==> config.mk <==
export PLATFORM = sky130hd
export DESIGN_NAME = fsmc_reg_bank
export DESIGN_NICKNAME = d
export VERILOG_FILES = /design/src/common/fsmc_pkg.sv /design/src/rtl/fsmc_reg_bank.sv
export SDC_FILE = /design/constraint.sdc
export NUM_CORES = 1
export LEC_CHECK = 0
export BUFFER_PORTS_ARGS = -buffer_cell sky130_fd_sc_hd__buf_2
export CORE_ASPECT_RATIO = 1.2
export CORE_UTILIZATION = 38
export CTS_CLUSTER_DIAMETER = 30
export DETAILED_ROUTE_END_ITERATION = 10
export PLACE_DENSITY = 0.7
export SYNTH_ARGS = -nofsm -noshare
export SYNTH_HDL_FRONTEND = slang
export SYNTH_SLANG_ARGS = --single-unit
==> constraint.sdc <==
create_clock -name clk -period 1.3 [get_ports clk]
set_clock_uncertainty 0.15 [all_clocks]
set_input_delay 0.26 -clock clk [delete_from_list [all_inputs] [get_ports clk]]
set_output_delay 0.26 -clock clk [all_outputs]
set_load 0.01 [all_outputs]
==> src/common/fsmc_pkg.sv <==
// ======================================================================
// fsmc shared definitions
// bus widths, target and direction encodings, host request bundle
// ======================================================================

package fsmc_pkg;

    // ==================================================================
    // widths
    // ==================================================================
    localparam int FSMC_DATA_WIDTH       = 16;  // data word on AD[15:0]
    localparam int FSMC_CS_COUNT         = 4;   // one-hot targets behind the decoder
    localparam int FSMC_FIFO_LEVEL_WIDTH = 8;   // level field in the status word

    // direction latched at the address phase, taken from the nwe level
    typedef enum logic {
        DIR_WRITE = 1'b0,   // nwe low while nadv high-going
        DIR_READ  = 1'b1
    } fsmc_dir_e;

    // target number from AD[1:0]
    typedef enum logic [1:0] {
        TGT_SCRATCH = 2'd0,  // plain r/w word
        TGT_CONTROL = 2'd1,  // bit 0 = mailbox enable
        TGT_STATUS  = 2'd2,  // level + sticky overflow, write clears
        TGT_MAILBOX = 2'd3   // fifo push / pop
    } fsmc_target_e;

    // ==================================================================
    // request from the bus interface to the register bank
    // ==================================================================
    typedef struct packed {
        logic [FSMC_CS_COUNT-1:0]   cs;         // one-hot select, zero when idle
        fsmc_dir_e                  dir;        // access direction
        logic [FSMC_DATA_WIDTH-1:0] wdata;      // write word
        logic                       wr_strobe;  // one cycle, write data valid
        logic                       rd_done;    // one cycle, read finished
    } fsmc_host_req_t;  // 23 bits

endpackage

==> src/rtl/fsmc_reg_bank.sv <==
// ======================================================================
// fsmc register bank
// scratch, control and status registers, mailbox push/pop control
// and the read word mux for the four targets
// ======================================================================

`timescale 1ns/1ps

module fsmc_reg_bank #(
    parameter int FIFO_DEPTH = 8
) (
    input  logic                                       clk,
    input  logic                                       reset_n,
    input  fsmc_pkg::fsmc_host_req_t                   host_req,
    output logic [fsmc_pkg::FSMC_DATA_WIDTH-1:0]       host_rdata,
    output logic                                       fifo_push,
    output logic                                       fifo_pop,
    output logic [fsmc_pkg::FSMC_DATA_WIDTH-1:0]       fifo_wdata,
    input  logic [fsmc_pkg::FSMC_DATA_WIDTH-1:0]       fifo_rdata,
    input  logic [fsmc_pkg::FSMC_FIFO_LEVEL_WIDTH-1:0] fifo_level,
    input  logic                                       fifo_full,
    input  logic                                       fifo_empty
);

    import fsmc_pkg::*;

    // only as many level bits as the fifo can count
    localparam int LEVEL_BITS = $clog2(FIFO_DEPTH + 1);
    localparam logic [FSMC_FIFO_LEVEL_WIDTH-1:0] LEVEL_MASK =
        FSMC_FIFO_LEVEL_WIDTH'((1 << LEVEL_BITS) - 1);

    logic [FSMC_DATA_WIDTH-1:0]       scratch_q;
    logic [FSMC_DATA_WIDTH-1:0]       control_q;
    logic                             overflow_q;     // sticky
    logic                             wr_en, rd_en;
    logic                             mbox_en;
    logic                             mbox_wr;
    logic [FSMC_FIFO_LEVEL_WIDTH-1:0] level_field;
    logic [FSMC_DATA_WIDTH-1:0]       status_word;

    // ==================================================================
    // access qualification
    // ==================================================================
    assign wr_en   = host_req.wr_strobe && (host_req.dir == DIR_WRITE);
    assign rd_en   = host_req.rd_done && (host_req.dir == DIR_READ);
    assign mbox_en = control_q[0];
    assign mbox_wr = wr_en && host_req.cs[TGT_MAILBOX] && mbox_en;

    // mailbox traffic, full push and empty pop never reach the fifo
    assign fifo_push  = mbox_wr && !fifo_full;
    assign fifo_pop   = rd_en && host_req.cs[TGT_MAILBOX] && mbox_en && !fifo_empty;
    assign fifo_wdata = host_req.wdata;

    // ==================================================================
    // register writes
    // ==================================================================
    always_ff @(posedge clk or negedge reset_n) begin
        if (!reset_n) begin
            scratch_q  <= '0;
            control_q  <= '0;
            overflow_q <= 1'b0;
        end else begin
            if (wr_en && host_req.cs[TGT_SCRATCH])
                scratch_q <= host_req.wdata;
            if (wr_en && host_req.cs[TGT_CONTROL])
                control_q <= host_req.wdata;
            if (mbox_wr && fifo_full)
                overflow_q <= 1'b1;          // word dropped
            else if (wr_en && host_req.cs[TGT_STATUS])
                overflow_q <= 1'b0;          // any write clears
        end
    end

    // ==================================================================
    // read mux
    // ==================================================================
    assign level_field = fifo_level & LEVEL_MASK;
    assign status_word = {overflow_q,
                          {(FSMC_DATA_WIDTH-1-FSMC_FIFO_LEVEL_WIDTH){1'b0}},
                          level_field};

    always_comb begin
        host_rdata = '0;
        if (host_req.cs[TGT_SCRATCH])
            host_rdata = scratch_q;
        else if (host_req.cs[TGT_CONTROL])
            host_rdata = control_q;
        else if (host_req.cs[TGT_STATUS])
            host_rdata = status_word;
        else if (host_req.cs[TGT_MAILBOX])
            host_rdata = fifo_empty ? '0 : fifo_rdata;  // head word, zero if none
    end

endmodule

* Word-level counts from Yosys, hierarchy flattened
Cells that the tools add are included.
Word-level totals: input port bits 51, word-level logic and storage cells 26, bits in registers 33
Cells by class: mux-type cells 7, reduce and logical (&&, ||, !) cells 15, bitwise operators 1
Operators with widths (number):
- 16-bit two-way mux | 5
- 1-bit logical AND | 12
- 1-bit zero test | 2
- 1-bit two-way mux | 2
- 2-bit nonzero test | 1
- 1-bit inverter | 1

* Logic depth before layout (Yosys ltp)
word-level depth 6, mapped depth 5, mapped depth without buffers 3

* Worst setup path after synthesis
No wires, ideal clock.
path kind in2out, start input port host_req[21] (netlist name), end output port host_rdata[14] (netlist name), arrival 1.062 ns, stages 4, required time 0.890 ns, path buffers 1, slack -0.172 ns, cell sequence buf_2 nor3b_4 nand3b_1 a2bb2oi_1
On the way: longest elaborated chain between the ends 3
Ends and longest elaborated chain:
- from (decl) | RTL line fsmc_reg_bank.sv:14 | input fsmc_pkg::fsmc_host_req_t host_req,
- 16-bit two-way mux | RTL line fsmc_reg_bank.sv:88 | else if (host_req.cs[TGT_STATUS])
- 16-bit two-way mux | RTL line fsmc_reg_bank.sv:86 | else if (host_req.cs[TGT_CONTROL])
- 16-bit two-way mux | RTL line fsmc_reg_bank.sv:84 | if (host_req.cs[TGT_SCRATCH])
- to (decl) | RTL line fsmc_reg_bank.sv:15 | output logic [fsmc_pkg::FSMC_DATA_WIDTH-1:0] host_rdata,
Every way passes these cells.

* Worst setup path after layout
start input port host_req[20] (netlist name), end output port host_rdata[5] (netlist name)
On the way: longest elaborated chain between the ends 2
Ends and longest elaborated chain (RTL line):
- 16-bit two-way mux | fsmc_reg_bank.sv:86
- 16-bit two-way mux | fsmc_reg_bank.sv:84
Every way passes these cells.

==> impl_metrics.env <==
export IMPL_grtUsageTotal_pct=18.7
export IMPL_drtAntennaViolNets=0
export IMPL_grt_ovfl_total=0
export IMPL_worstMarginPinSlew_ps=316
export IMPL_place_gp_congestion=0.738
export IMPL_die_area_um2=5090
export IMPL_layout_min_cycle_time_ps=1540
export IMPL_cts_num_sinks=33
export IMPL_die_height_um=78.0
export IMPL_hpwl_um=2910
export IMPL_final_max_slew_viol_count=0
export IMPL_cts_tree="done"
export IMPL_synth_area_um2=1830
export IMPL_path_max_fanout=10
export IMPL_cts_buffers=5
export IMPL_clkPwrFrac_pct=22.9
export IMPL_numPortBuffers=80
export IMPL_yosysWarnings=0
export IMPL_die_w_um=65.3
export IMPL_n_fill_cell=383
export IMPL_start_util_pct=39.8
export IMPL_maxCapViolCount=0
export IMPL_grt_pass1_wl_um=7070
export IMPL_relSlewSlack_pct=78.9
export IMPL_rsz0062_at_grt="true"
export IMPL_grt_pass1_vias=1447
export IMPL_cts_root_buffer="clkbuf_8"
export IMPL_drt_iter0_markers=62
export IMPL_core_um2=4590
export IMPL_hold_viol=0
export IMPL_syn_nets=203
export IMPL_antenna_found_initial=0
export IMPL_clk_insertion_delay_late_ps=270
export IMPL_required_ps=890
export IMPL_fin_nets=290
export IMPL_drc=0
export IMPL_outcome="finished, violations left"
export IMPL_ys_flop_type="dfrtp_1"
export IMPL_synth_cell_types=25
export IMPL_n_antenna_cell=0
export IMPL_comb_power_share_pct=31.9
export IMPL_fmax_ghz=0.647
export IMPL_min_path_type="in2reg"
export IMPL_synth_seq_cells=33
export IMPL_clk_pin_slew_ps=60
export IMPL_ys_async_sr_fraction_pct=100
export IMPL_drive_above_1_share_pct=77.7
export IMPL_first_pass_iters=3
export IMPL_vdd_drop_max_mv=0.564
export IMPL_fin_ws_ps=-245
export IMPL_clockBufferDepth=2
export IMPL_wire_per_inst_um=14.7
export IMPL_crit_arrival_ps=1130
export IMPL_p_int_mw=2.17
export IMPL_seq_area_frac_synth_pct=45.2
export IMPL_power_density_nw_per_um2=1110
export IMPL_wl_um=4340
export IMPL_power_leakage_nw=1.34
export IMPL_pin_count=85
export IMPL_setup_viol=18
export IMPL_grt_max_degree=34
export IMPL_switching_share_pct=27.9
export IMPL_violations="negative setup slack"
export IMPL_power_switching_mw=0.840
export IMPL_avgSynthCellArea_um2=12.0
export IMPL_crit_path_end_kind="output pin"
export IMPL_row_count=27
export IMPL_crit_type="in2out"
export IMPL_critPathLaunchType="input port"
export IMPL_cts_htree_levels=2
export IMPL_area_growth_pct=48.7
export IMPL_pwr_share_seq_pct=45.2
export IMPL_finalCritPeriodShare_pct=119
export IMPL_vias_per_cell=4.99
export IMPL_synth_edf_count=0
export IMPL_vias=1476
export IMPL_power_total_mw=3.01
export IMPL_syn_inst=152
export IMPL_setup_tns_ps=-3810
==> area by class of cell <==
cell class | instances | area, um^2 | share of cell area, %
sequential | 33 | 826 | 30.4
inverter | 2 | 7.51 | 0.276
clock inverter | 1 | 5.00 | 0.184
clock buffer | 5 | 68.8 | 2.53
timing repair buffer | 103 | 728 | 26.8
multi-input combinational | 94 | 1010 | 37.2
tap | 58 | 72.6 | 2.67
==> registers in the layout, summed over array words and instances, names as in the netlist <==
| register | flops |
|---|---|
| scratch_q | 16 |
| control_q | 16 |
| overflow_q | 1 |
==> layer usage <==
layer	vias to the layer above	GRT usage (%)	wire length [um]
met4	0	7.17	66
met3	7	4.85	249
met5	-	0	0
met1	704	22.4	1860
li1	703	-	-
met2	62	31.3	2160
==> through the flow <==
step / setup WS (ps) / cell area [um^2] / hold slack, ps / utilization (%) / cells
2_1_floorplan: -105 / 1930 / -186 / - / 152
3_3_place_gp: -516 / 2310 / 80.6 / 50.3 / 276
3_5_place_dp: -529 / 2310 / 80.7 / 50.3 / 276
4_1_cts: -252 / 2690 / 61.1 / 58.5 / 292
5_1_grt: -313 / 2720 / 80.6 / 59.2 / 296
6_report: -245 / 2720 / 76.7 / 59.2 / 296
==> power groups by stage <==
| stage | combinational, mW | clock [mW] | sequential (mW) |
|---|---|---|---|
| floorplan | 0.542 | 0 | 1.32 |
| global placement | 0.768 | 0 | 1.35 |
| detailed placement | 0.782 | 0 | 1.35 |
| CTS | 0.957 | 0.709 | 1.36 |
| global route | 1.04 | 0.761 | 1.38 |
| finish | 0.961 | 0.689 | 1.36 |
==> path summary, 6_finish.rpt <==
check,startpoint,cells past startpoint,slack (ps),end
setup / recovery,host_req[20],8,-240,host_rdata[5]
hold / removal,fifo_full,3,80,overflow_q
setup reg to reg,control_q[0],5,60,overflow_q
hold reg to reg,scratch_q[2],1,360,scratch_q[2]
max in group asynchronous,reset_n,3,500,control_q[0]
min in group asynchronous,reset_n,3,320,scratch_q[12]
==> cells by family (layout without fill, tap and decap cells) <==
family / count (synthesis) / count (layout) / synth area share, %
AO/OA/AOI/OAI: 23 / 23 / 9.45
buffers and inverters: 25 / 111 / 9.86
flip-flops: 33 / 33 / 45.2
multiplexers: 32 / 32 / 23.8
AND/OR/NAND/NOR: 39 / 39 / 11.7
==> placed cells by master, fill, tap and decap left out, drive strengths merged <==
cell type	synthesis	routed
nand2	13	13
nand3b	1	1
a221oi	5	5
clkinv	0	1
nand3	11	11
o22ai	5	5
nor2	8	8
a21oi	1	1
inv	2	2
nor2b	2	2
dlygate4sd3	0	1
dfrtp	33	33
or2	1	1
mux2	32	32
clkbuf	1	5
nor3b	1	1
a22oi	10	10
a2bb2oi	1	1
nand4	1	1
nand2b	1	1
o2bb2ai	1	1
buf	22	102
==> worst max-delay path, stage by stage <==
cell,delay [ps]
buf_6,90
buf_6,120
buf_4,130
nor2_4,110
buf_12,150
nand3_2,80
nand2_2,80
buf_6,100
==> what timing repair did <==
item | in CTS | in global routing
hold buffers | 1 | 0
pin swaps | 13 | 5
setup endpoints to repair | 18 | 18
endpoints found under the hold margin | 33 | 0
gates resized for setup | 43 | 0
setup buffers | 9 | 4
==> synthesized netlist by cell type, types with 2 or more instances <==
master	count	share of area, %
dfrtp_1	33	45
mux2_4	20	16
buf_4	16	6.6
mux2_2	12	7.4
nand2_1	11	2.3
nand3_1	11	3.0
a22oi_1	10	4.1
nor2_1	8	1.6
a221oi_1	5	2.4
o22ai_1	5	1.7
buf_2	3	0.82
buf_6	3	1.8
inv_1	2	0.41
nand2_4	2	1.2
(Power assumes the default switching activity.)
