## config.mk

```make
export PLATFORM = sky130hd
export DESIGN_NAME = fsmc_mailbox_fifo
export DESIGN_NICKNAME = d
export VERILOG_FILES = /design/src/common/fsmc_pkg.sv /design/src/rtl/fsmc_mailbox_fifo.sv
export SDC_FILE = /design/constraint.sdc
export NUM_CORES = 1
export LEC_CHECK = 0
export ABC_AREA = 1
export BUFFER_PORTS_ARGS = -buffer_cell sky130_fd_sc_hd__buf_2
export CAP_MARGIN = 10
export CORE_UTILIZATION = 35
export CTS_CLUSTER_SIZE = 40
export DETAILED_ROUTE_END_ITERATION = 10
export SYNTH_ARGS = -nofsm -noshare
export SYNTH_HDL_FRONTEND = slang
export SYNTH_SLANG_ARGS = --single-unit
```

## constraint.sdc

```tcl
create_clock -name clk -period 2.2 [get_ports clk]
set_clock_uncertainty 0.1 [all_clocks]
set_input_delay 0.33 -clock clk [delete_from_list [all_inputs] [get_ports clk]]
set_output_delay 0.33 -clock clk [all_outputs]
set_load 0.05 [all_outputs]
```

## src/common/fsmc_pkg.sv

```systemverilog
// ======================================================================
// fsmc shared definitions
// bus widths, target and direction encodings, host request bundle
// ======================================================================

package fsmc_pkg;

    // ==================================================================
    // widths
    // ==================================================================
    localparam int FSMC_DATA_WIDTH       = 16;  // data word on AD[15:0]
    localparam int FSMC_CS_COUNT         = 4;   // one-hot targets behind the decoder
    localparam int FSMC_FIFO_LEVEL_WIDTH = 8;   // level field in the status word

    // direction latched at the address phase, taken from the nwe level
    typedef enum logic {
        DIR_WRITE = 1'b0,   // nwe low while nadv high-going
        DIR_READ  = 1'b1
    } fsmc_dir_e;

    // target number from AD[1:0]
    typedef enum logic [1:0] {
        TGT_SCRATCH = 2'd0,  // plain r/w word
        TGT_CONTROL = 2'd1,  // bit 0 = mailbox enable
        TGT_STATUS  = 2'd2,  // level + sticky overflow, write clears
        TGT_MAILBOX = 2'd3   // fifo push / pop
    } fsmc_target_e;

    // ==================================================================
    // request from the bus interface to the register bank
    // ==================================================================
    typedef struct packed {
        logic [FSMC_CS_COUNT-1:0]   cs;         // one-hot select, zero when idle
        fsmc_dir_e                  dir;        // access direction
        logic [FSMC_DATA_WIDTH-1:0] wdata;      // write word
        logic                       wr_strobe;  // one cycle, write data valid
        logic                       rd_done;    // one cycle, read finished
    } fsmc_host_req_t;  // 23 bits

endpackage

```

## src/rtl/fsmc_mailbox_fifo.sv

```systemverilog
// ======================================================================
// fsmc mailbox fifo
// circular buffer with level count, drops push when full
// ======================================================================

`timescale 1ns/1ps

module fsmc_mailbox_fifo #(
    parameter int FIFO_DEPTH = 8     // power of two, up to 128
) (
    input  logic                                       clk,
    input  logic                                       reset_n,
    input  logic                                       push,
    input  logic                                       pop,
    input  logic [fsmc_pkg::FSMC_DATA_WIDTH-1:0]       wdata,
    output logic [fsmc_pkg::FSMC_DATA_WIDTH-1:0]       rdata,
    output logic [fsmc_pkg::FSMC_FIFO_LEVEL_WIDTH-1:0] level,
    output logic                                       full,
    output logic                                       empty
);

    import fsmc_pkg::*;

    localparam int PTR_W = (FIFO_DEPTH > 1) ? $clog2(FIFO_DEPTH) : 1;

    logic [FSMC_DATA_WIDTH-1:0]       mem [FIFO_DEPTH];   // storage, no reset
    logic [PTR_W-1:0]                 wr_ptr, rd_ptr;
    logic [FSMC_FIFO_LEVEL_WIDTH-1:0] count;
    logic                             do_push, do_pop;

    assign full    = (count == FSMC_FIFO_LEVEL_WIDTH'(FIFO_DEPTH));
    assign empty   = (count == '0);
    assign do_push = push && !full;
    assign do_pop  = pop && !empty;

    // ==================================================================
    // storage
    // ==================================================================
    always_ff @(posedge clk) begin
        if (do_push)
            mem[wr_ptr] <= wdata;
    end

    assign rdata = mem[rd_ptr];   // head word
    assign level = count;

    // ==================================================================
    // pointers and level
    // ==================================================================
    always_ff @(posedge clk or negedge reset_n) begin
        if (!reset_n) begin
            wr_ptr <= '0;
            rd_ptr <= '0;
            count  <= '0;
        end else begin
            if (do_push)
                wr_ptr <= wr_ptr + 1'b1;   // wraps at depth
            if (do_pop)
                rd_ptr <= rd_ptr + 1'b1;
            case ({do_push, do_pop})
                2'b10:   count <= count + 1'b1;
                2'b01:   count <= count - 1'b1;
                default: count <= count;   // idle or push+pop together
            endcase
        end
    end

endmodule

```

Word-level counts from Yosys, hierarchy flattened
Memory sizes are Yosys's and may differ from the RTL's.
Index checks and enable logic that the tools add are counted.
- bits in registers: 14
- RAM bits: 128
- bits of input ports: 20
- output and inout bits: 26
- word-level logic and storage cells: 20
- memories kept: 1
- memories (memory ; words ; width ; rd ports ; clocked after Yosys merged registers in ; wr ports ; RTL line ; RTL):
    mem ; 8 ; 16 ; 1 ; 0 ; 1 ; fsmc_mailbox_fifo.sv:26 ; logic [FSMC_DATA_WIDTH-1:0] mem [FIFO_DEPTH];
- $add $sub $neg: 4
- equality and inequality tests: 3
- multiplexer cells: 3
- reductions and logical operators: 6
- operator list (cell ; number):
    $pmux 8 s2 ; 1
    $add 8x1->8 const B ; 1
    $eq 8x4->1 const B ; 1
    $logic_not 8->1 ; 1
    $sub 8x1->8 const B ; 1
    $add 3x1->3 const B ; 2
    $eq 2x1->1 const B ; 1
    $eq 2x2->1 const B ; 1
    $logic_and 1x1->1 ; 2
    $logic_not 1->1 ; 2
    $mux 1 ; 2
    $reduce_bool 2->1 ; 1

Depth between registers and ports, before layout
Gate-level depths: netlist of the first run.
- depth after elaboration: 5
- mapped depth: 17
- depth with buffers taken out: 17

Least setup slack after synthesis of the first run
No wires, ideal clock.
- kind: register -> register
- start: reg count[1] (netlist: level[1])
- end: mem mem[3][0] (enable)
- setup time: 0.409 ns
- arrival: 2.318 ns
- required time: 1.691 ns
- path slack: -0.627 ns
- stages on the path, launching flop included: 7
- path buffers: 0
- clock period less this slack: 2.827 ns
- cells stage by stage: dfrtp_1 > inv_1 > nand2_1 > nor2_1 > nand3_2 > nand2_2 > nor3_1
- word-level cells in the longest chain between the ends: 5
- RTL lines (what ; RTL line ; RTL):
    start, declared ; fsmc_mailbox_fifo.sv:28 ; logic [FSMC_FIFO_LEVEL_WIDTH-1:0] count;
    start signal, assigned ; fsmc_mailbox_fifo.sv:61 ; 2'b10: count <= count + 1'b1;
    start signal, assigned ; fsmc_mailbox_fifo.sv:62 ; 2'b01: count <= count - 1'b1;
    start signal, assigned ; fsmc_mailbox_fifo.sv:63 ; default: count <= count;
    $eq 8x4->1 ; fsmc_mailbox_fifo.sv:31 ; assign full = (count == FSMC_FIFO_LEVEL_WIDTH'(FIFO_DEPTH));
    $logic_not 1->1 ; fsmc_mailbox_fifo.sv:33 ; assign do_push = push && !full;
    $logic_and 1x1->1 ; fsmc_mailbox_fifo.sv:33 ;
    $mux 1 ; fsmc_mailbox_fifo.sv:40 ; if (do_push)
    $mux 1 (not written as such) ; fsmc_mailbox_fifo.sv:41 ; mem[wr_ptr] <= wdata;
    end, declared ; fsmc_mailbox_fifo.sv:26 ;
No other way between the ends.

Worst setup path after layout of the first run
- start: reg rd_ptr[0]
- end: out rdata[10] in the netlist's numbering
- word-level cells in the longest chain between the ends: 1
- RTL lines (what ; RTL line ; RTL):
    start, declared ; fsmc_mailbox_fifo.sv:27 ; logic [PTR_W-1:0] wr_ptr, rd_ptr;
    start signal, assigned ; fsmc_mailbox_fifo.sv:59 ; rd_ptr <= rd_ptr + 1'b1;
    $mem_v2 8x16 ; -- ;
    end, declared ; fsmc_mailbox_fifo.sv:16 ; output logic [fsmc_pkg::FSMC_DATA_WIDTH-1:0] rdata,
No other way between the ends.

==> reports/results.ini, run 1 <==
[routing]
avgViaCountPerCell = 4.898
wl_per_cell_um = 17.01
wirelength_um = 14890
dr.pass1.iters = 5
drt-initial-drc-count = 265
routed-via-count = 4286
drc = 0
ant_nets = 0

[worst_setup_path]
slowest_stage = dfrtp_2
cp-start-kind = register
cp.arrival_ps = 1830
path_delay_family = buffers and inverters
crit_chain = buf_12 > clkinv_16 > clkbuf_16 > o21ai_1 > o21ai_2 > nand2_1 > nand2_1 > buf_6
cp_max_fo = 7
cp_common_cell = nand2_1
critPathCaptureType = output pin
slowest_delay_ps = 460
path_buf_inv = 4
cp_data_required_time_ps = 1770
criticalPathCategory = reg2out

[die]
die-area_um2 = 17980
die_y_um = 134.1
ioPinCount = 46
core_area_um2 = 16820
die_width_um = 134.1
fp-row-count = 47
start_util = 0.3630

[cts]
clock_path_buffers = 2
cts_tree = yes
cts_buffers = 17
cts.clk_slew.worst_paths_ps = 60
insertion_delay_ps = 420
htreeDepth = 4
cts_sinks = 142
root_buffer = clkbuf_16

[min_path]
hold_class = in2reg

[final_layout]
syn_to_final_growth_pct = 38.11
drive_gt1_frac = 0.3786
design_area_um2 = 8433
fin_nets = 672
diodes = 0
layout_commonest_cell = edfxtp_1
layout_common_cells = 128 x edfxtp_1, 87 x nand2_1, 61 x nor2_1, 61 x o21ai_1, 34 x buf_4

[timing]
setup_viol_count_final = 19
holdWs_ps = 67.83
finalCriticalPeriod_ps = 2261
tightest_slew_ps = 374.8
setup_ws_ps = -61.43
rsz0062_at_grt = yes
relSlewSlack = 0.7501
fin_crit_sh = 1.028
hold_viol_final = 0
max_freq_mhz = 442.2
setup_tns_ps = -693.3
report.final.slew_viol_count = 0

[run_status]
status = complete, but fails checks
violations = negative setup slack

[place]
dpl_cell_area_um2 = 6825
gp_congestion = 0.8254
dp_worst_setup_slack_ps = -75.07
hpwl_um = 7748
port_buffers = 45

[pwr]
power.density_nw_per_um2 = 1455
ir_drop_mv = 0.9160
p_leak_nw = 3.181
finalPower_w = 0.01227

[synth]
synth_largest_area_cell = edfxtp_1
synthTopCellsByArea = edfxtp_1 63%, nor2_1 6.6%, nand2_1 5.9%, dfrtp_1 5.7%, o21ai_0 4.1%
yosysTopAreaCellShare = 0.6295
syn_nets = 567
synth.distinct_cells = 30
synthCells = 537
ys_seq_area_frac = 0.6869
ys_seq_elements = 142
yosys_warnings = 0
mappedNetlistArea_um2 = 6106
syn_avg_cell_area_um2 = 11.37

[global_routing]
antenna_found_initial = 0
grt_usage = 0.1522
grt_max_degree = 37
grt_pass1_wl_um = 20420
grt_overflow_total = 0
grt_pass1_vias = 3978

[job]
cap_violations = 0

cells in the mapped netlist:
cell and n:
nor2_1 108, ha_1 9, buf_12 2, nor3_1 3
buf_4 7, o21ai_1 45, nand3_1 12, nand2_1 96
edfxtp_1 128, xnor2_1 4, clkbuf_1 2, buf_8 1
fa_1 1, or2_2 1, o22ai_1 1, a21oi_1 3
o21ai_0 50, and2_1 1, buf_6 4, clkbuf_2 2
o21ai_2 6, inv_2 2, nand3_2 1, or2_1 1
inv_1 22, buf_2 7, xor2_1 1, dfrtp_1 14
nand3b_1 2, nand2_2 1
layer usage:
layer  up-vias  share of wire  GRT usage
met5         -              0          0
met4         0          0.011    0.05493
met3        16          0.054    0.04460
met2       128           0.51     0.2611
met1      2074           0.42     0.1813
li1       2068              -          -
logic make-up (layout without fill, tap and decap cells):
logic type / after synthesis / after routing / share of synthesized area
compound gates: 105 / 105 / 0.08996
buf+inv: 49 / 167 / 0.04836
simple gates: 226 / 226 / 0.1459
fa+ha+maj: 10 / 10 / 0.02172
flops: 142 / 142 / 0.6869
xor+xnor: 5 / 5 / 0.007172
what timing repair did:
| action | CTS | global route |
|---|---|---|
| buffers inserted | 2 | 10 |
| hold buffers | 1 | 0 |
| setup endpoints to repair | 20 | 22 |
| pin swaps | 2 | 50 |
| gates cloned | 0 | 15 |
| endpoints found under the hold margin | 14 | 0 |
| gates resized for setup | 42 | 156 |
layout make-up:
class	count	area (um2)
sequential	142	4203
timing repair inverter	1	11.26
clock buffer	18	429.2
inverter	24	116.4
timing repair buffer	110	1172
fill	1458	8386
tap	220	275.3
multi-input combinational	346	2081
clock inverter	14	145.1
where the power goes:
part,switching [W],internal [W]
Sequential,0.000207,0.00337
Combinational,0.00356,0.00236
Clock,0.00111,0.00167
Total,0.00488,0.00740
worst paths after layout:
path / start / end / slack [ps] / cells after the start
min in group asynchronous: reset_n / level[2]$_DFFE_PN0P_ / 260 / 2
worst min register to register: wr_ptr[0]$_DFFE_PN0P_ / wr_ptr[0]$_DFFE_PN0P_ / 430 / 2
max in group asynchronous: reset_n / rd_ptr[0]$_DFFE_PN0P_ / 1440 / 2
worst max-delay path: rd_ptr[0]$_DFFE_PN0P_ / rdata[10] / -60 / 8
worst max register to register: level[4]$_DFFE_PN0P_ / level[6]$_DFFE_PN0P_ / -50 / 16
worst min-delay path: wdata[0] / mem[4][0]$_DFFE_PP_ / 70 / 1
flip-flops by register name (all words and copies together) (netlist names):
signal  count
level       8
rd_ptr      3
wr_ptr      3
mem       128
worst register-to-register path, stage by stage (launching register included):
cell and delay (ps):
dfrtp_2 400, nor2_1 100, nand3_1 110, inv_2 100
nand3_4 80, nand2_4 90, ha_4 250, inv_2 60
fa_2 370, inv_2 60, nand2_2 40, nand2_2 60
nand3b_1 100, nand2_1 70, nand2_1 40, nand3_1 60
nand2_1 40
stage by stage:
step           utilization  cells
6_report            0.5014    875
5_1_grt             0.5014    875
4_1_cts             0.4506    850
3_5_place_dp        0.4058    815
3_3_place_gp        0.4058    815
2_1_floorplan            -    537
Power figures use the tool's default switching activity.
==> inputs of run 2 (changes only) <==
Settings changed: CORE_MARGIN set to 2.
==> run 2 against run 1 <==
Against the previous run:
- via count is 1.0% lower
- sequential share of layout area is 2.1 points higher
- critical path type unchanged
- combinational power is 7.9% lower
- the flow still finishes with violations (negative setup slack)
==> reports/results.ini, run 2 (synthesis gave the netlist of run 1 again) <==
[routing]
wl_per_cell_um = 16.20  ; -4.8%
dr.pass1.iters = 4  ; -1
routed-via-count = 4241  ; -1.0%
wirelength_um = 14160  ; -4.9%
drc = 0  ; unchanged
ant_nets = 0  ; unchanged
drt-initial-drc-count = 254  ; -4.2%
avgViaCountPerCell = 4.852  ; -0.94%

[global_routing]
grt_overflow_total = 0  ; unchanged
grt_pass1_vias = 3990  ; +0.30%
grt_max_degree = 45  ; +22%
grt_usage = 0.1485  ; -0.003684
grt_pass1_wl_um = 20470  ; +0.24%
antenna_found_initial = 1  ; +1

[run_status]
status = complete, but fails checks
violations = negative setup slack

[timing]
setup_ws_ps = -80.65  ; -19.22 ps
relSlewSlack = 0.7582  ; +0.008086
hold_viol_final = 0  ; unchanged
fin_crit_sh = 1.037  ; +0.008737
max_freq_mhz = 438.5  ; -0.84%
report.final.slew_viol_count = 0  ; unchanged
rsz0062_at_grt = yes
finalCriticalPeriod_ps = 2281  ; +19.22 ps
tightest_slew_ps = 362.3  ; -12.53 ps
setup_viol_count_final = 16  ; -3

[die]
die-area_um2 = 18520  ; +3.0%
fp-row-count = 48  ; +2.1%
core_area_um2 = 17180  ; +2.1%
ioPinCount = 46  ; unchanged
die_width_um = 136.1  ; +1.5%
die_y_um = 136.1  ; +1.5%
start_util = 0.3555  ; -0.007563

[cts]
cts_buffers = 17  ; unchanged
cts_sinks = 142  ; unchanged
cts.clk_slew.worst_paths_ps = 60  ; about the same
cts_tree = yes
htreeDepth = 4  ; unchanged
insertion_delay_ps = 420  ; about the same
clock_path_buffers = 2  ; unchanged
root_buffer = clkbuf_16

[worst_setup_path]
reg2reg_slack_ps = -20  ; +30 ps
cp.arrival_ps = 1850  ; +20 ps
cp_data_required_time_ps = 1770  ; about the same
cp-start-kind = register
r2r-start = level[4]$_DFFE_PN0P_
rr_worst_depth = 12  ; -4
cp_max_fo = 21  ; +14
criticalPathCategory = reg2out
critPathCaptureType = output pin
reg2reg_to = level[2]$_DFFE_PN0P_

[final_layout]
fin_nets = 665  ; -1.0%
syn_to_final_growth_pct = 32.54
largest-register = mem
drive_gt1_frac = 0.3071  ; -0.07153
final_cell_count_no_fill = 874  ; -0.11%
layout_commonest_cell = edfxtp_1
layout_common_cells = 128 x edfxtp_1, 89 x nor2_1, 87 x nand2_1
largest_reg_flops = 128  ; unchanged

[place]
gp_congestion = 0.8341  ; +1.1%
dp.cells = 818  ; +0.37%
port_buffers = 45  ; unchanged
hpwl_um = 7880  ; +1.7%

[min_path]
whs_path_depth = 1  ; unchanged
hold_class = in2reg
hold_end = mem[2][1]$_DFFE_PP_
hp-start = wdata[1]

[pwr]
p_int_w = 0.007249  ; -2.0%
power.switching_w = 0.004532  ; -7.1%
seq_power_share = 0.302  ; +0.011
finalPower_w = 0.01178  ; -4.0%
power.density_nw_per_um2 = 1456  ; about the same
ir_drop_mv = 0.9724  ; +6.2%
p_leak_nw = 3.077  ; -3.3%
switching_share = 0.3847  ; -0.01267
clkPwrFrac = 0.236  ; +0.010
pwr-share-comb = 0.462  ; -0.021

[job]
cap_violations = 0  ; unchanged

[run 2: changes by cell type in the layout (fill, tap and decap cells not counted), moves of 3 or more]
cell and delta:
nor2_1 +28, nor2_4 -20, o21ai_2 -11, buf_6 -4, clkinv_4 -3, nor2_2 -8, o21ai_0 +14
[run 2: final cells by class]
| type | count | area [um2] |
|---|---|---|
| well taps | 225 | 281.5 |
| fillers | 1528 | 9084 |
| inverters | 24 | 95.09 |
| multi-input cells | 346 | 1853 |
| repair buffers | 104 | 1077 |
| clock buffers | 19 | 432.9 |
| diodes | 1 | 2.502 |
| clock inverters | 13 | 147.6 |
| flip-flops and latches | 142 | 4203 |
[run 2: worst max path at each step]
stage	cells after the start	end	startpoint
2_1_floorplan	15	level[4]$_DFFE_PN0P_	level[0]$_DFFE_PN0P_
3_3_place_gp	13	level[7]$_DFFE_PN0P_	level[5]$_DFFE_PN0P_
3_5_place_dp	13	level[7]$_DFFE_PN0P_	level[5]$_DFFE_PN0P_
4_1_cts	7	rdata[0]	rd_ptr[0]$_DFFE_PN0P_
5_1_grt	16	level[6]$_DFFE_PN0P_	level[5]$_DFFE_PN0P_
6_report	7	rdata[13]	rd_ptr[0]$_DFFE_PN0P_
[run 2: layer usage]
metal,part of all wire,wire length [um],GRT usage
met1,0.43,6035,0.1829
met2,0.50,7116,0.2538
met3,0.054,764,0.03654
met4,0.017,246,0.05324
met5,0,0,0
[run 2: repair_timing]
item                       CTS  global route
hold endpoints to repair    14             0
gates cloned                 0            10
pin swaps                    6            22
setup endpoints to repair   21            22
hold buffers                 1             0
buffers inserted             2            10
gates resized for setup     43            67
[run 2: power by group through the flow]
stage | clock network, W | logic [W] | registers (W)
4_1_cts | 0.00282 | 0.00480 | 0.00354
3_3_place_gp | 0 | 0.00428 | 0.00357
3_5_place_dp | 0 | 0.00436 | 0.00358
5_1_grt | 0.00294 | 0.00588 | 0.00359
6_report | 0.00278 | 0.00545 | 0.00355
2_1_floorplan | 0 | 0.00291 | 0.00383
[run 2: worst max-delay path, cell delays in order, from the launching register on]
cell	delay, ps
dfrtp_2	490
clkinv_4	180
buf_12	200
o21ai_1	160
o21ai_2	70
nand2_1	50
nand2_1	80
buf_4	200
[run 2: stage by stage]
| stage | hold slack [ps] | TNS (ps) | area [um2] | setup slack (ps) | util |
|---|---|---|---|---|---|
| 4_1_cts | 68.98 | -353.1 | 7615 | -48.55 | 0.4433 |
| 6_report | 74.15 | -665.4 | 8093 | -80.65 | 0.4712 |
| 3_3_place_gp | 150.5 | -16.09 | 6842 | -16.09 | 0.3983 |
| 5_1_grt | 82.79 | -2911 | 8093 | -188.1 | 0.4712 |
| 3_5_place_dp | 157.0 | -227.0 | 6842 | -97.24 | 0.3983 |
| 2_1_floorplan | -65.59 | -796.7 | 6181 | -177.3 | - |
==> inputs of run 3 (changes only) <==
Settings changed: CTS_BUF_LIST set to sky130_fd_sc_hd__clkbuf_4 sky130_fd_sc_hd__clkbuf_8.
==> run 3 against run 2 <==
Against the previous run:
- the flow still finishes with violations (negative setup slack)
- sequential share of layout area is 0.12 points lower
- routed wire length is 3.7% higher
- clock power is 26% lower
- final cell count is 0.23% higher
- first-iteration DRC count is 19% higher
- count of clock-buffer cells in the layout stayed put
- sequential power hardly changed
- via count is 0.47% lower
- worst setup slack worse by 31 ps
- critical path depth stayed put
- largest power group unchanged
==> reports/results.ini, run 3 (synthesis gave the netlist of run 1 again) <==
[final_layout]
largest-register = mem
drive_gt1_frac = 0.3292  ; +0.02213
layout_commonest_cell = edfxtp_1
layout_common_cells = 128 x edfxtp_1, 85 x nand2_1, 84 x nor2_1
final_util = 0.4722  ; +0.001093
largest_reg_flops = 128  ; unchanged
fin_nets = 667  ; +0.30%
syn_to_final_growth_pct = 32.85

[routing]
routed-via-count = 4221  ; -0.47%
avgViaCountPerCell = 4.818  ; -0.70%
wirelength_um = 14690  ; +3.7%
dr.pass1.iters = 4  ; unchanged
ant_nets = 0  ; unchanged
drt-initial-drc-count = 301  ; +19%
wl_per_cell_um = 16.76  ; +3.5%
drc = 0  ; unchanged

[cts]
cts_tree = yes
htreeDepth = 4  ; unchanged
root_buffer = clkbuf_8
cts_sinks = 142  ; unchanged
insertion_delay_ps = 440  ; +20 ps
clock_path_buffers = 2  ; unchanged
cts_buffers = 17  ; unchanged
cts.clk_slew.worst_paths_ps = 70  ; about the same

[place]
hpwl_um = 7880  ; unchanged
port_buffers = 45  ; unchanged
dp_worst_setup_slack_ps = -97.24  ; unchanged
gp_congestion = 0.8341  ; unchanged

[global_routing]
grt_usage = 0.1515  ; +0.002967
grt_pass1_vias = 4030  ; +1.0%
globalRouteMet1Util = 0.1838  ; +0.0009713
met2_usage = 0.2591  ; +0.005304
grt.busiest_layer = met2
grt_max_degree = 36  ; -20%
grt_pass1_wl_um = 20780  ; +1.5%
grt_overflow_total = 0  ; unchanged
use_met3 = 0.03617  ; -0.0003729
antenna_found_initial = 1  ; unchanged

[timing]
report.final.slew_viol_count = 0  ; unchanged
max_freq_mhz = 432.5  ; -1.4%
hold_viol_final = 0  ; unchanged
relSlewSlack = 0.7439  ; -0.01433
setup_viol_count_final = 19  ; +3
finalCriticalPeriod_ps = 2312  ; +31.25 ps
tightest_slew_ps = 383.8  ; +21.46 ps
setup_ws_ps = -111.9  ; -31.25 ps
fin_crit_sh = 1.051  ; +0.01420
rsz0062_at_grt = yes

[min_path]
hold_class = in2reg

[die]
die_width_um = 136.1  ; unchanged
fp-row-count = 48  ; unchanged
start_util = 0.3555  ; unchanged
die-area_um2 = 18520  ; unchanged
die_y_um = 136.1  ; unchanged
ioPinCount = 46  ; unchanged
core_area_um2 = 17180  ; unchanged

[run_status]
violations = negative setup slack
status = complete, but fails checks

[worst_setup_path]
critPathCaptureType = output pin
cp.arrival_ps = 1880  ; +30 ps
cp_data_required_time_ps = 1770  ; about the same
cp_max_fo = 10  ; -52%
criticalPathCategory = reg2out
cp-start-kind = register

[pwr]
ir_drop_mv = 0.8307  ; -15%
power.density_nw_per_um2 = 1403  ; -3.6%
p_leak_nw = 3.067  ; -0.32%

[job]
cap_violations = 0  ; unchanged

==> run 3: cell count changes in the layout (fill, tap and decap cells not counted), moves of 2 or more <==
cell / delta
buf_4: -5
buf_6: -3
buf_8: +5
clkbuf_1: -2
clkbuf_16: -13
clkbuf_4: +3
clkbuf_8: +17
nand2_1: -2
nand2_2: +2
nor2_1: -5
nor2_4: +5
o21ai_0: -5
o21ai_2: +4
==> run 3: area by class of cell <==
| type | count | area [um2] |
|---|---|---|
| inverter | 24 | 106.4 |
| clock inverter | 13 | 147.6 |
| sequential | 142 | 4203 |
| antenna | 1 | 2.502 |
| tap | 225 | 281.5 |
| clock buffer | 19 | 249.0 |
| fill | 1541 | 9065 |
| multi-input combinational | 346 | 1911 |
| timing repair buffer | 106 | 1211 |
==> run 3: layer usage <==
| layer | up-vias | wire (um) |
|---|---|---|
| met4 | 0 | 264 |
| li1 | 2052 | - |
| met3 | 25 | 931 |
| met5 | - | 0 |
| met1 | 2029 | 5923 |
| met2 | 115 | 7567 |
==> run 3: where the power goes <==
group / internal, W / switching [W]
Combinational: 0.00233 / 0.00345
Clock: 0.00113 / 0.000936
Sequential: 0.00336 / 0.000186
==> run 3: worst max-delay path: stages (launching register included) <==
cell and delay, ps:
dfrtp_2 470, buf_12 180, clkbuf_16 160, o21ai_0 220, o21ai_1 100, nand2_1 80
nand2_2 80, buf_8 150
==> run 3: worst paths after layout <==
path,start,end,slack (ps),cells after the start
worst max-delay path,rd_ptr[0]$_DFFE_PN0P_,rdata[12],-110,7
min in group asynchronous,reset_n,level[3]$_DFFE_PN0P_,220,2
worst min register to register,wr_ptr[0]$_DFFE_PN0P_,wr_ptr[0]$_DFFE_PN0P_,450,2
max in group asynchronous,reset_n,rd_ptr[0]$_DFFE_PN0P_,1500,2
worst max register to register,level[4]$_DFFE_PN0P_,level[2]$_DFFE_PN0P_,-30,12
worst min-delay path,wdata[7],mem[7][7]$_DFFE_PP_,60,1
==> run 3: what timing repair did <==
item / in CTS / in global routing
hold buffers: 1 / 0
endpoints found under the setup margin: 21 / 24
setup buffers: 4 / 4
gates cloned: 1 / 16
pin swaps: 13 / 25
endpoints found under the hold margin: 14 / 0
resized for setup: 64 / 79
==> run 3: metrics by stage <==
stage / setup TNS, ps / hold slack, ps / cells / instance area, um2 / total power, W
floorplan: -796.7 / -65.59 / 537 / 6181 / 0.006740
global placement: -16.09 / 150.5 / 818 / 6842 / 0.007845
detailed placement: -227.0 / 157.0 / 818 / 6842 / 0.007939
CTS: -424.1 / 33.31 / 856 / 7528 / 0.01066
global route: -3178 / 45.63 / 876 / 8112 / 0.01201
finish: -814.5 / 56.49 / 876 / 8112 / 0.01138
